## config.mk

```make
export PLATFORM = sky130hd
export DESIGN_NAME = byte_to_word_bridge
export DESIGN_NICKNAME = d
export VERILOG_FILES = /design/src/rtl/bridge_pkg.sv /design/src/rtl/width_conv_fifo.sv /design/src/rtl/byte_ingress.sv /design/src/rtl/word_egress.sv /design/src/rtl/byte_to_word_bridge.sv
export VERILOG_INCLUDE_DIRS = /design/src /design/src/include
export SDC_FILE = /design/constraint.sdc
export NUM_CORES = 1
export LEC_CHECK = 0
export BUFFER_PORTS_ARGS = -buffer_cell sky130_fd_sc_hd__buf_2
export CORE_MARGIN = 4
export CORE_UTILIZATION = 50
export DETAILED_ROUTE_END_ITERATION = 8
export PLACE_DENSITY = 0.7
export RECOVER_POWER = 100
export SYNTH_ARGS = -nofsm -noshare
export SYNTH_HDL_FRONTEND = slang
export SYNTH_SLANG_ARGS = --single-unit
```

## constraint.sdc

```tcl
create_clock -name clk -period 3.3 [get_ports clk]
set_clock_uncertainty 0.15 [all_clocks]
set_input_delay 0.495 -clock clk [delete_from_list [all_inputs] [get_ports clk]]
set_output_delay 0.495 -clock clk [all_outputs]
set_load 0.01 [all_outputs]
```

## src/include/bridge_params.svh

```systemverilog
// bridge parameter macros for byte width, word width and buffer depth
`ifndef BRIDGE_PARAMS_SVH
`define BRIDGE_PARAMS_SVH

// width of one source byte
`define BRIDGE_BYTE_W 8

// width of one sink word, two bytes
`define BRIDGE_WORD_W 16

// default buffer depth in bytes
// must be even and at least 2, so a pair never straddles the wrap point
`define BRIDGE_FIFO_DEPTH 8

`endif

```

## src/rtl/bridge_pkg.sv

```systemverilog
// shared types for the byte-to-halfword bridge
package bridge_pkg;

    `include "bridge_params.svh"

    // two byte lanes of one output word
    typedef struct packed {
        logic [`BRIDGE_BYTE_W-1:0] hi;
        logic [`BRIDGE_BYTE_W-1:0] lo;
    } byte_lanes_t;

    // output word, seen as raw bits or as byte lanes
    typedef union packed {
        logic [`BRIDGE_WORD_W-1:0] raw;
        byte_lanes_t               lanes;
    } byte_pair_u;

    // write port into the converting buffer
    typedef struct packed {
        logic                      push;
        logic [`BRIDGE_BYTE_W-1:0] data;
    } fifo_wr_t;

    // fall-through view of the two oldest bytes
    typedef struct packed {
        logic       word_avail;
        byte_pair_u word;
    } fifo_rd_t;

endpackage

```

## src/rtl/width_conv_fifo.sv

```systemverilog
// width-converting ring buffer, one byte in per push and one byte pair out per pop
`timescale 1ns/1ps
`include "bridge_params.svh"

module width_conv_fifo
    import bridge_pkg::*;
#(
    parameter int DEPTH = `BRIDGE_FIFO_DEPTH
) (
    input  logic     clk,
    input  logic     rst_n,
    input  fifo_wr_t wr,
    input  logic     pop,
    output logic     full,
    output fifo_rd_t rd
);

    localparam int PTR_W = $clog2(DEPTH);
    localparam int CNT_W = $clog2(DEPTH + 1);

    // byte storage
    logic [`BRIDGE_BYTE_W-1:0] mem [DEPTH];

    logic [PTR_W-1:0] wr_ptr;
    // always even, so the pair never wraps
    logic [PTR_W-1:0] rd_ptr;
    logic [CNT_W-1:0] count;

    logic do_push;
    logic do_pop;

    assign do_push = wr.push && !full;
    assign do_pop  = pop && rd.word_avail;

    assign full = (count == CNT_W'(DEPTH));

    // head pair, oldest byte in the low lane
    always_comb begin
        rd.word_avail     = (count >= CNT_W'(2));
        rd.word.lanes.lo  = mem[rd_ptr];
        rd.word.lanes.hi  = mem[rd_ptr + PTR_W'(1)];
    end

    always_ff @(posedge clk) begin
        if (do_push) begin
            mem[wr_ptr] <= wr.data;
        end
    end

    always_ff @(posedge clk or negedge rst_n) begin
        if (!rst_n) begin
            wr_ptr <= '0;
            rd_ptr <= '0;
            count  <= '0;
        end else begin
            if (do_push) begin
                if (wr_ptr == PTR_W'(DEPTH - 1)) begin
                    wr_ptr <= '0;
                end else begin
                    wr_ptr <= wr_ptr + PTR_W'(1);
                end
            end

            // read side steps by a whole pair
            if (do_pop) begin
                if (rd_ptr == PTR_W'(DEPTH - 2)) begin
                    rd_ptr <= '0;
                end else begin
                    rd_ptr <= rd_ptr + PTR_W'(2);
                end
            end

            // one byte in, two bytes out
            case ({do_push, do_pop})
                2'b10:   count <= count + CNT_W'(1);
                2'b01:   count <= count - CNT_W'(2);
                2'b11:   count <= count - CNT_W'(1);
                default: count <= count;
            endcase
        end
    end

    // ingress must hold off while the buffer is full
    property p_no_push_when_full;
        @(posedge clk) disable iff (!rst_n)
        wr.push |-> !full;
    endproperty

    assert property (p_no_push_when_full)
        else $error("push while buffer full");

    // egress only pops a complete pair
    property p_no_pop_without_pair;
        @(posedge clk) disable iff (!rst_n)
        pop |-> rd.word_avail;
    endproperty

    assert property (p_no_pop_without_pair)
        else $error("pop without a complete byte pair");

endmodule

```

## src/rtl/byte_ingress.sv

```systemverilog
// four-phase slave that takes source bytes and pushes them into the buffer
`timescale 1ns/1ps
`include "bridge_params.svh"

module byte_ingress
    import bridge_pkg::*;
(
    input  logic                      clk,
    input  logic                      rst_n,
    input  logic                      in_req,
    input  logic [`BRIDGE_BYTE_W-1:0] in_data,
    output logic                      in_ack,
    input  logic                      full,
    output fifo_wr_t                  wr
);

    // the two handshake states map directly onto in_ack
    // low  waiting for a new request
    // high acknowledged, waiting for req to drop
    logic accept;

    // new request, handshake idle and room in the buffer
    // a full buffer just postpones this cycle
    assign accept = in_req && !in_ack && !full;

    // exactly one write per handshake
    always_comb begin
        wr.push = accept;
        wr.data = in_data;
    end

    always_ff @(posedge clk or negedge rst_n) begin
        if (!rst_n) begin
            in_ack <= 1'b0;
        end else begin
            if (accept) begin
                // byte stored at this edge, ack follows
                in_ack <= 1'b1;
            end else if (in_ack && !in_req) begin
                // source released, return to idle
                in_ack <= 1'b0;
            end
        end
    end

    // ack only ever answers a live request
    property p_ack_needs_req;
        @(posedge clk) disable iff (!rst_n)
        $rose(in_ack) |-> in_req;
    endproperty

    assert property (p_ack_needs_req)
        else $error("in_ack rose without in_req");

endmodule

```

## src/rtl/word_egress.sv

```systemverilog
// four-phase master that pops byte pairs and offers them to the sink
`timescale 1ns/1ps

module word_egress
    import bridge_pkg::*;
(
    input  logic       clk,
    input  logic       rst_n,
    input  fifo_rd_t   rd,
    output logic       pop,
    output logic       out_req,
    output byte_pair_u out_data,
    input  logic       out_ack
);

    // handshake states
    localparam logic [1:0] ST_IDLE = 2'd0;
    localparam logic [1:0] ST_REQ  = 2'd1;
    localparam logic [1:0] ST_REL  = 2'd2;

    logic [1:0] state;

    // word being offered, frees the buffer slot right away
    byte_pair_u word_q;

    // take the head pair as soon as one is ready
    assign pop = (state == ST_IDLE) && rd.word_avail;

    assign out_req  = (state == ST_REQ);
    assign out_data = word_q;

    always_ff @(posedge clk) begin
        if (pop) begin
            word_q <= rd.word;
        end
    end

    always_ff @(posedge clk or negedge rst_n) begin
        if (!rst_n) begin
            state <= ST_IDLE;
        end else begin
            case (state)
                ST_IDLE: begin
                    if (rd.word_avail) begin
                        state <= ST_REQ;
                    end
                end
                ST_REQ: begin
                    // sink has it, drop req
                    if (out_ack) begin
                        state <= ST_REL;
                    end
                end
                ST_REL: begin
                    // wait for the sink to finish the cycle
                    if (!out_ack) begin
                        state <= ST_IDLE;
                    end
                end
                default: begin
                    state <= ST_IDLE;
                end
            endcase
        end
    end

    // offered word holds for the whole request phase
    property p_data_stable;
        @(posedge clk) disable iff (!rst_n)
        out_req && $past(out_req) |-> $stable(out_data);
    endproperty

    assert property (p_data_stable)
        else $error("out_data changed while out_req high");

endmodule

```

## src/rtl/byte_to_word_bridge.sv

```systemverilog
// byte-to-halfword bridge, ingress slave, converting buffer and egress master
`timescale 1ns/1ps
`include "bridge_params.svh"

module byte_to_word_bridge
    import bridge_pkg::*;
(
    input  logic                      clk,
    input  logic                      rst_n,
    // byte source
    input  logic                      in_req,
    input  logic [`BRIDGE_BYTE_W-1:0] in_data,
    output logic                      in_ack,
    // word sink
    output logic                      out_req,
    output byte_pair_u                out_data,
    input  logic                      out_ack
);

    fifo_wr_t wr;
    fifo_rd_t rd;
    logic     full;
    logic     pop;

    byte_ingress u_ingress (
        .clk     (clk),
        .rst_n   (rst_n),
        .in_req  (in_req),
        .in_data (in_data),
        .in_ack  (in_ack),
        .full    (full),
        .wr      (wr)
    );

    width_conv_fifo #(
        .DEPTH (`BRIDGE_FIFO_DEPTH)
    ) u_fifo (
        .clk   (clk),
        .rst_n (rst_n),
        .wr    (wr),
        .pop   (pop),
        .full  (full),
        .rd    (rd)
    );

    word_egress u_egress (
        .clk      (clk),
        .rst_n    (rst_n),
        .rd       (rd),
        .pop      (pop),
        .out_req  (out_req),
        .out_data (out_data),
        .out_ack  (out_ack)
    );

endmodule

```

After elaboration in Yosys (flattened, before gate mapping)
Memory sizes are Yosys's and may differ from the RTL's. A register that Yosys moved wholly into a read port is not among the register bits.
Cells that the tools add are included.
{"block": "op_classes", "multipliers": 0, "div": 0, "reduce_logical": 13, "n_eq_ne": 11, "n_bitwise": 0, "shift": 0, "magnitude_cmp": 1, "addsub": 6, "mux": 11}
{"op": "one-hot mux 4 bit (3 select lines)", "count": 1}
{"op": "adder 3 x 1 -> 3 bit, second input constant", "count": 2}
{"op": "equality test 2 bit, second input constant", "count": 3}
{"op": "equality test 3 bit, second input constant", "count": 2}
{"op": "logical AND 1 bit", "count": 6}
{"op": "2-to-1 mux 2 bit", "count": 3}
{"op": "2-to-1 mux 3 bit", "count": 2}
{"op": "one-hot mux 2 bit (3 select lines)", "count": 1}
{"op": "adder 4 x 1 -> 4 bit, second input constant", "count": 1}
{"op": "equality test 2 x 1 -> 1 bit, second input constant", "count": 2}
{"op": "equality test 4 bit, second input constant", "count": 1}
{"op": "greater-or-equal comparator 4 x 2 -> 1 bit, second input constant", "count": 1}
{"op": "2-to-1 mux 1 bit", "count": 4}
{"op": "inequality test 2 x 1 -> 1 bit, second input constant", "count": 2}
{"op": "subtractor 4 x 1 -> 4 bit, second input constant", "count": 1}
{"op": "subtractor 4 x 2 -> 4 bit, second input constant", "count": 1}
{"op": "adder 3 x 2 -> 3 bit, second input constant", "count": 1}
{"op": "zero test 1 bit", "count": 3}
{"op": "AND reduction 3 bit", "count": 1}
{"op": "nonzero test 3 bit", "count": 1}
{"op": "zero test 2 bit", "count": 1}
{"op": "inequality test 2 bit, second input constant", "count": 1}
{"op": "nonzero test 2 bit", "count": 1}
{"block": "word_totals", "output_inout_bits": 18, "n_memories": 1, "ramBits": 64, "latch_bits": 0, "rom_bits": 0, "regBits": 13, "input_bits": 12}
{"name": "u_fifo.mem", "depth": 8, "word_bits": 8, "rd": 2, "rd_ports_with_merged_regs": 2, "wr": 1, "line_no": "width_conv_fifo.sv:22", "rtl": "logic [`BRIDGE_BYTE_W-1:0] mem [DEPTH];"}

Longest topological paths before layout
Gate-level depths: netlist of the first run.
{"block": "logic_depth", "depth_word": 6, "mapped_depth": 11, "depth_no_buf": 9}

Cells and area by module
Synthesis of the first run repeated with hierarchy kept, for this count alone.
{"block": "unflattened", "hier_cells": 184, "area_unflattened_um2": 3642.2}
{"module": "width_conv_fifo", "cells_per_inst": 146, "seq_area_each_um2": 2147.1, "instances": 1, "area_each_um2": 2945.3}
{"module": "word_egress", "cells_per_inst": 25, "seq_area_each_um2": 530.5, "instances": 1, "area_each_um2": 580.6}
{"module": "byte_ingress", "cells_per_inst": 13, "seq_area_each_um2": 25.0, "instances": 1, "area_each_um2": 116.4}

Least setup slack after synthesis of the first run
No wires, ideal clock.
{"block": "synth_timing", "kind": "input-to-reg", "start": "in in_req", "end": "mem u_fifo.mem[0][0] in the netlist's numbering (enable)", "path_slack_ps": 986, "t_required_ps": 2755, "cell_stages": 4, "n_path_buf": 1, "setup_ps": 395, "arrival_ps": 1769, "cell_sequence": "nor2b_1 nand2_4 buf_6 nor4_1"}
{"block": "synth_via", "elab_chain_len": 5}
{"item": "start, declared", "line_no": "byte_to_word_bridge.sv:11", "rtl": "input logic in_req,"}
{"item": "logical AND 1 bit (2 in a row)", "line_no": "byte_ingress.sv:24", "rtl": "assign accept = in_req && !in_ack && !full;"}
{"item": "logical AND 1 bit", "line_no": "width_conv_fifo.sv:32", "rtl": "assign do_push = wr.push && !full;"}
{"item": "2-to-1 mux 1 bit", "line_no": "width_conv_fifo.sv:45", "rtl": "if (do_push) begin"}
{"item": "2-to-1 mux 1 bit (implied by the code)", "line_no": "width_conv_fifo.sv:46", "rtl": "mem[wr_ptr] <= wr.data;"}
{"item": "end, declared", "line_no": "width_conv_fifo.sv:22"}
No other way between the ends.

Worst setup path after layout of the first run
{"block": "layout_timing", "start": "reg u_fifo.count[2]", "end": "reg u_fifo.count[2]"}
{"block": "layout_via", "elab_chain_len": 6, "elab_cells_between_ends": 15}
{"item": "start, declared", "line_no": "width_conv_fifo.sv:27", "rtl": "logic [CNT_W-1:0] count;"}
{"item": "start signal, assigned", "line_no": "width_conv_fifo.sv:75", "rtl": "2'b10: count <= count + CNT_W'(1);"}
{"item": "start signal, assigned", "line_no": "width_conv_fifo.sv:76", "rtl": "2'b01: count <= count - CNT_W'(2);"}
{"item": "start signal, assigned", "line_no": "width_conv_fifo.sv:77", "rtl": "2'b11: count <= count - CNT_W'(1);"}
{"item": "parallel branches: the longest is 6 deep, another holds greater-or-equal comparator 4 x 2 -> 1 bit"}
Several ways; the timed one is not identified.
A chain may end at the register's enable or synchronous reset.

==> results of run 1 <==
flip-flops by register name, indices dropped and copies added (netlist names):
register,flops
u_egress.out_data,16
u_egress.state,2
u_fifo.count,4
u_fifo.mem,64
u_fifo.rd_ptr,2
u_fifo.wr_ptr,3
u_ingress.in_ack,1
metrics by stage:
step / power (uW) / instance area, um^2 / worst slack [ns]
2_1_floorplan: 2390 / 3560 / 0.986
3_3_place_gp: 2630 / 3840 / 0.946
3_5_place_dp: 2650 / 3840 / 0.882
4_1_cts: 3390 / 4050 / 0.871
5_1_grt: 3510 / 3970 / 0.410
6_report: 3300 / 3970 / 0.606
cells by family (layout without fill, tap and decap cells):
group	Yosys count	after routing
flops	92	92
mux	17	17
xor+xnor	1	1
buf+inv	13	60
fa+ha+maj	5	5
compound gates	18	18
simple gates	40	40
synth_stat cells, drive strengths merged:
cell    number  area share [%]
buf          7             1.4
a21boi       1            0.21
o31ai        1            0.21
and2         2            0.35
nor2b        1            0.18
a32oi        1            0.25
a21o         2            0.42
nor3         8             1.1
a221oi       1            0.25
o211ai       1            0.21
mux4        16              10
nor2         6            0.63
nand2       13             1.6
o221ai       1            0.42
dfrtp       12             8.4
o21a         3            0.63
edfxtp      80              67
nand3        1            0.14
clkbuf       1            0.11
or4b         1            0.39
a31oi        2            0.35
nand2b       6             1.1
ha           5             1.8
inv          5            0.53
and3b        1            0.25
nor4         1            0.18
xnor2        1            0.25
o21ai        5            0.81
mux2         1            0.32
worst max-delay path by stage:
stage          cells past startpoint                to
3_3_place_gp                       9   u_fifo.count[2]
5_1_grt                            9   u_fifo.count[2]
4_1_cts                            8   u_fifo.count[2]
6_report                           8   u_fifo.count[2]
3_5_place_dp                       8   u_fifo.count[2]
2_1_floorplan                      4  u_fifo.mem[0][0]
layout make-up:
type                    count  area, um^2  area share, %
inverters                   5        18.8          0.473
clock inverters             7        72.6           1.83
multi-input cells          81         774           19.5
repair buffers             39         155           3.91
flip-flops and latches     92        2700           68.1
clock buffers               9         124           3.12
well taps                  96         120           3.03
power by group through the flow:
stage / registers (uW) / clock network, uW / logic, uW
after floorplan: 1730 / 0 / 662
after global placement: 1760 / 0 / 872
after detailed placement: 1760 / 0 / 889
after CTS: 1740 / 758 / 893
after global routing: 1770 / 823 / 922
final: 1740 / 736 / 825
layout by cell type, fill, tap and decap left out, types with 2 or more instances in the layout:
cell type,netlist,final
a21o_1,2,2
a31oi_1,2,2
buf_2,3,2
clkbuf_1,1,36
clkbuf_8,0,9
dfrtp_1,12,12
edfxtp_1,80,80
ha_1,5,5
inv_1,5,5
inv_6,0,3
mux4_2,16,16
nand2_1,12,13
nand2b_1,6,6
nor2_1,6,6
nor3_1,8,8
o21a_1,3,3
o21ai_0,4,4
metal layers:
metal | share of wire (%) | vias to the layer above
met3 | 4.0 | 7
met1 | 43 | 879
met5 | 0 | -
li1 | - | 819
met2 | 52 | 30
met4 | 1.2 | 0
==> results.ini, run 1 <==
[cells_and_area]
layout-drive-gt1-share_pct=15.5
fin_nets=245
areaGrowthSynthToFinish_pct=11.5
fin_util_pct=57.8
diodes=0
fill_cells=550
layout.cells.non_filler=329

[clock_network]
clk_pin_slew_ns=0.09
cts_sinks=92
cts_resized=0
h-tree-depth=3
postCtsSetupBuffers=0
numCtsBuffers=9
clk_latency_ns=0.34
clockBufferDepth=2
cts_tree=yes
cts-root-buf=clkbuf_8
cts-hold-fix-buffers=1

[hold_path]
min_to=u_egress.state[0]
hp-class=primary input to register
worstHoldPathCells=2
min_from=out_ack

[worst_setup_path]
cp_top_family=simple AND/OR/NAND/NOR gates
r2r-end=u_fifo.count[2]
crit_path_end_kind=register
slowest_delay_ns=0.61
cpMaxStageDelayCell=or4b_1
r2r_slack_ns=0.61
r2r_start=u_fifo.count[2]
critPathArrivalTime_ns=2.78
crit_path_start_kind=register
cp_max_fo=15
critical_path.cell_chain=or4b_1 > nand2_1 > nor2_1 > xnor2_1 > ha_1 > o21ai_0 > a32oi_1 > o21ai_2
path_buf_inv=0
crit_required_ns=3.38
path_class=register to register
rr_worst_depth=8
crit_start=u_fifo.count[2]

[die]
die_y_um=92.4
initial_core_util_pct=51.8
num_io_pins=30
row_count=30
die_w_um=92.4
die_area_mm2=0.00853
core-area_mm2=0.00687

[yosys]
synthMuxAreaShare_pct=10.4
synth-warning-count=0
synth-simple-area-share_pct=5.87
syn_area_mm2=0.00356
yosysSeqAreaShare_pct=75.9
syn_inst=186
synth_top_family_by_area=multiplexers
synth-xor-area-share_pct=0.246
syn_area_per_cell_um2=19.1
synth-compound-area-share_pct=3.76
synth_fp_nets=203
synthAdderAreaFrac_pct=1.76
ys_ff_latch=92
yosysUniqueCellTypes=34

[global_routing]
grt_max_degree=19
top_usage_layer=met2
grt_util_met2_pct=22.7
antenna_found_initial=0
grt-ovfl-total=0
grt.total_usage_pct=14.2
use_met3_pct=3.90
grt_pass1_wl_um=8910
grt_pass1_vias=1671
met1_usage_pct=18.8

[placed_design]
dpl.cell_count=312
gp_congestion=0.800
port_buffers=29
hpwl_um=3630

[timing]
min_period_ns=2.69
hold_viol_final=0
drv_slew=0
fmax_mhz=371
tns_ns=0
holdWs_ns=0.197
max-slew-margin-rel_pct=14.1
worstMarginPinSlew_ns=1.29
fin_crit_sh_pct=81.6
rsz0062_at_grt=no
setup_viol=0

[detailed_routing]
vias=1735
routed_wl_um=5520
drtIter0Drc=74
vias_per_cell=5.27
postRouteAntennaNets=0
wl_per_cell_um=16.8
post-route-drc-count=0
dr.pass1.iters=4

[power_and_ir_drop]
clockPowerShare_pct=22.3
seq_power_share_pct=52.7
p_leak_uw=0.00132
intPower_uw=2290
net-switching-power_uw=1010
ir_drop_v=0.000454
p_per_area_mw_per_mm2=831
p_sw_share_pct=30.6
combPwrFrac_pct=25.0

[job]
maxCapViolations=0

[status]
outcome=finished, final reports clean

(Power assumes the default switching activity.)
==> run 2: changes to the inputs <==
==> constraint.sdc (replaced) <==
create_clock -name clk -period 2.85 [get_ports clk]
set_clock_uncertainty 0.15 [all_clocks]
set_input_delay 0.4275 -clock clk [delete_from_list [all_inputs] [get_ports clk]]
set_output_delay 0.4275 -clock clk [all_outputs]
set_load 0.01 [all_outputs]
==> results.ini, run 2 (synthesis results as in run 1) <==
[global_routing]
grt-ovfl-total=0
grt_max_degree=19
grt_pass1_vias=1770
grt.total_usage_pct=15.2
grt_pass1_wl_um=9440
antenna_found_initial=0

[timing]
fin_crit_sh_pct=87.3
max-slew-margin-rel_pct=39.2
setup_viol=0
hold_viol_final=0
drv_slew=0
tns_ns=0
rsz0062_at_grt=no
min_period_ns=2.49
worstMarginPinSlew_ns=0.912
fmax_mhz=402

[cells_and_area]
fin_util_pct=58.7
fin_nets=247
mostFrequentLayoutCells=edfxtp_1 (80), clkbuf_1 (37), mux4_2 (16)
diodes=0
regMostFlops=u_fifo.mem
largest_register_ffs=64
layout_commonest_cell=edfxtp_1
areaGrowthSynthToFinish_pct=13.3
layout-drive-gt1-share_pct=16.2

[worst_setup_path]
critPathArrivalTime_ns=2.57
critical_path.cell_chain=or4b_1 > nand2_4 > nor2_1 > xnor2_1 > ha_1 > o21ai_0 > nand2_1 > a32oi_1 > o21ai_2
crit_path_end_kind=register
path_buf_inv=0
cp_max_fo=15
cp_top_family=simple AND/OR/NAND/NOR gates
slowest_delay_ns=0.64
crit_required_ns=2.93
crit_path_start_kind=register
path_class=register to register
cpMaxStageDelayCell=or4b_1

[clock_network]
postCtsSetupBuffers=0
h-tree-depth=3
numCtsBuffers=9
cts_resized=0
clk_latency_ns=0.35
cts-root-buf=clkbuf_8
cts_sinks=92
clockBufferDepth=2
cts_tree=yes
clk_pin_slew_ns=0.08

[detailed_routing]
wl_per_cell_um=17.0
post-route-drc-count=0
vias_per_cell=5.20
routed_wl_um=5620
drtIter0Drc=64
vias=1722
dr.pass1.iters=4
postRouteAntennaNets=0

[power_and_ir_drop]
p_sw_share_pct=29.3
clockPowerShare_pct=25.7
p_per_area_mw_per_mm2=994
net-switching-power_uw=1170
combPwrFrac_pct=24.2
intPower_uw=2840
p_leak_uw=0.00135
ir_drop_v=0.000588
seq_power_share_pct=50.1

[die]
num_io_pins=30
die_area_mm2=0.00853
initial_core_util_pct=51.8
core-area_mm2=0.00687
die_w_um=92.4
row_count=30
die_y_um=92.4

[status]
outcome=finished, final reports clean

[placed_design]
hpwl_um=3710
port_buffers=29
gp_congestion=0.855

[hold_path]
hp-class=primary input to register

[job]
maxCapViolations=0

run 2: changes by cell type in the layout (fill, tap and decap cells not counted), sizes merged:
cell      before  now
bufinv         1    3
clkbuf        45   47
clkinvlp       1    0
inv            8    7
run 2: power groups by stage:
stage | Combinational, uW | Sequential, uW | Clock (uW)
2_1_floorplan | 767 | 2000 | 0
3_3_place_gp | 1030 | 2020 | 0
3_5_place_dp | 1050 | 2030 | 0
4_1_cts | 1060 | 2000 | 1060
5_1_grt | 1090 | 2050 | 1130
6_report | 969 | 2010 | 1030
run 2: worst paths after layout:
path	startpoint	endpoint	slack, ns	cells after the start
worst min-delay path	out_ack	u_egress.state[0]	0.12	2
worst max register to register	u_fifo.count[2]	u_fifo.count[2]	0.36	9
max in group asynchronous	rst_n	u_fifo.wr_ptr[2]	1.64	2
min in group asynchronous	rst_n	u_egress.state[0]	0.47	2
worst min register to register	u_ingress.in_ack	u_ingress.in_ack	0.40	1
worst max-delay path	u_fifo.count[2]	u_fifo.count[2]	0.36	9
run 2: per-stage QoR:
stage | cells | cell area, um^2 | setup WS [ns] | hold slack, ns | total power (uW)
after floorplan | 186 | 3560 | 0.556 | -0.0181 | 2770
after global placement | 314 | 3850 | 0.475 | 0.174 | 3050
after detailed placement | 314 | 3850 | 0.419 | 0.176 | 3090
after CTS | 331 | 4110 | 0.403 | 0.104 | 4120
after global routing | 331 | 4030 | 0.211 | 0.112 | 4270
final | 331 | 4030 | 0.361 | 0.120 | 4010
run 2: cell type report:
| type | instances | area, um^2 |
|---|---|---|
| inverter | 5 | 18.8 |
| timing repair buffer | 41 | 164 |
| clock buffer | 9 | 124 |
| clock inverter | 7 | 120 |
| sequential | 92 | 2700 |
| tap | 96 | 120 |
| multi-input combinational | 81 | 782 |
| fill | 524 | 2840 |
run 2: worst register-to-register path, cell delays in order (launching register included):
cell and delay (ns):
dfrtp_1 0.48, or4b_1 0.64, nand2_4 0.19, nor2_1 0.08, xnor2_1 0.14, ha_1 0.22
o21ai_0 0.12, nand2_1 0.08, a32oi_1 0.20, o21ai_2 0.08
run 2: per-layer routing:
layer  track usage, %  vias up  wire length (um)
met5                0        -                 0
met4             8.54        0                78
met3             2.76        8               249
met2             23.7       34              2850
met1             20.2      856              2440
li1                 -      824                 -
run 2: repair_timing:
item / in CTS / in global routing
endpoints found under the hold margin: 12 / 0
setup endpoints to repair: 0 / 0
hold buffers: 1 / 0
==> run 3: changes to the inputs <==
==> constraint.sdc (replaced) <==
create_clock -name clk -period 3.16 [get_ports clk]
set_clock_uncertainty 0.15 [all_clocks]
set_input_delay 0.474 -clock clk [delete_from_list [all_inputs] [get_ports clk]]
set_output_delay 0.474 -clock clk [all_outputs]
set_load 0.01 [all_outputs]
==> results.ini, run 3 (synthesis results as in run 1) <==
[status]
outcome=finished, final reports clean

[clock_network]
clk_latency_ns=0.35
cts_resized=0
h-tree-depth=3
cts-hold-fix-buffers=1
cts_tree=yes
cts_sinks=92
cts-root-buf=clkbuf_8
clockBufferDepth=2
numCtsBuffers=9
clk_pin_slew_ns=0.09
postCtsSetupBuffers=0

[cells_and_area]
areaGrowthSynthToFinish_pct=11.9
fill_cells=546
layout-drive-gt1-share_pct=16.3
seq_area_mm2=0.00270
mostFrequentLayoutCells=edfxtp_1 (80), clkbuf_1 (36), mux4_2 (16)
layout_commonest_cell=edfxtp_1
regMostFlops=u_fifo.mem
fin_nets=245
stdcell_area_mm2=0.00398
fin_util_pct=58.0
layout.cells.non_filler=329
largest_register_ffs=64
diodes=0
multiInputGateArea_um2=782

[timing]
drv_slew=0
rsz0062_at_grt=no
max-slew-margin-rel_pct=4.83
min_period_ns=2.49
tns_ns=0
fmax_mhz=401
fin_crit_sh_pct=78.8
setup_viol=0
hold_viol_final=0
worstMarginPinSlew_ns=1.43

[placed_design]
hpwl_um=3790
port_buffers=29
dpl.cell_count=312
gp_congestion=0.831
place_area_mm2=0.00384

[global_routing]
grt_pass1_vias=1728
grt_max_degree=19
grt_pass1_wl_um=9180
antenna_found_initial=0
grt-ovfl-total=0
grt.total_usage_pct=14.7
use_met3_pct=3.98
grt_util_met2_pct=23.9
met1_usage_pct=19.2
top_usage_layer=met2

[worst_setup_path]
crit_path_end_kind=register
r2r_start=u_fifo.rd_ptr[1]
rr_worst_depth=2
r2r-end=u_egress.out_data[7]
path_class=register to register
r2r_slack_ns=0.67
cp_max_fo=18
crit_required_ns=3.10
crit_path_start_kind=register
critPathArrivalTime_ns=2.43

[detailed_routing]
dr.pass1.iters=4
post-route-drc-count=0
postRouteAntennaNets=0
vias=1745
wl_per_cell_um=17.5
vias_per_cell=5.30
routed_wl_um=5760
drtIter0Drc=87

[power_and_ir_drop]
p_sw_share_pct=31.0
intPower_uw=2400
p_per_area_mw_per_mm2=872
combPwrFrac_pct=25.1
ir_drop_v=0.000390
seq_power_share_pct=51.9
p_total_uw=3470
clockPowerShare_pct=22.9
net-switching-power_uw=1080
p_leak_uw=0.00132

[hold_path]
min_to=u_egress.state[0]
hp-class=primary input to register
worstHoldPathCells=2
min_from=out_ack

[die]
die_w_um=92.4
initial_core_util_pct=51.8
die_y_um=92.4
num_io_pins=30
die_area_mm2=0.00853
core-area_mm2=0.00687
row_count=30

[job]
maxCapViolations=0

[run 3: through the flow]
stage          hold WS, ns  worst slack, ns
3_5_place_dp         0.225            0.742
5_1_grt              0.163            0.378
2_1_floorplan       0.0284            0.866
4_1_cts              0.160            0.728
6_report             0.171            0.669
3_3_place_gp         0.222            0.795
[run 3: power groups by stage]
stage	registers (uW)	clock network (uW)	logic [uW]
finish	1810	796	874
global route	1840	881	984
floorplan	1810	0	691
global placement	1830	0	926
CTS	1810	812	943
detailed placement	1830	0	942
[run 3: worst max-delay path by stage]
stage / start / endpoint / slack (ns) / cells after the start
5_1_grt: u_fifo.rd_ptr[1] / u_egress.out_data[7] / 0.38 / 2
3_3_place_gp: u_fifo.count[2] / u_fifo.count[2] / 0.79 / 9
4_1_cts: u_fifo.count[2] / u_fifo.count[2] / 0.73 / 9
3_5_place_dp: u_fifo.count[2] / u_fifo.count[2] / 0.74 / 9
6_report: u_fifo.rd_ptr[1] / u_egress.out_data[7] / 0.67 / 2
2_1_floorplan: u_fifo.count[1] / u_fifo.mem[0][0] / 0.87 / 5
[run 3: layout make-up]
class	instances	share of cell area [%]
clock inverters	7	2.04
clock buffers	9	3.11
flip-flops and latches	92	67.8
multi-input cells	81	19.6
well taps	96	3.02
inverters	5	0.471
repair buffers	39	3.89
[run 3: worst max-delay path, cell delays in order (launching register included)]
cell,delay [ns]
dfrtp_1,0.38
clkbuf_1,1.05
mux4_2,0.64
[run 3: layer usage]
metal,vias up,wire length (um)
met3,8,283
li1,816,-
met5,-,0
met1,883,2350
met2,38,3060
met4,0,70
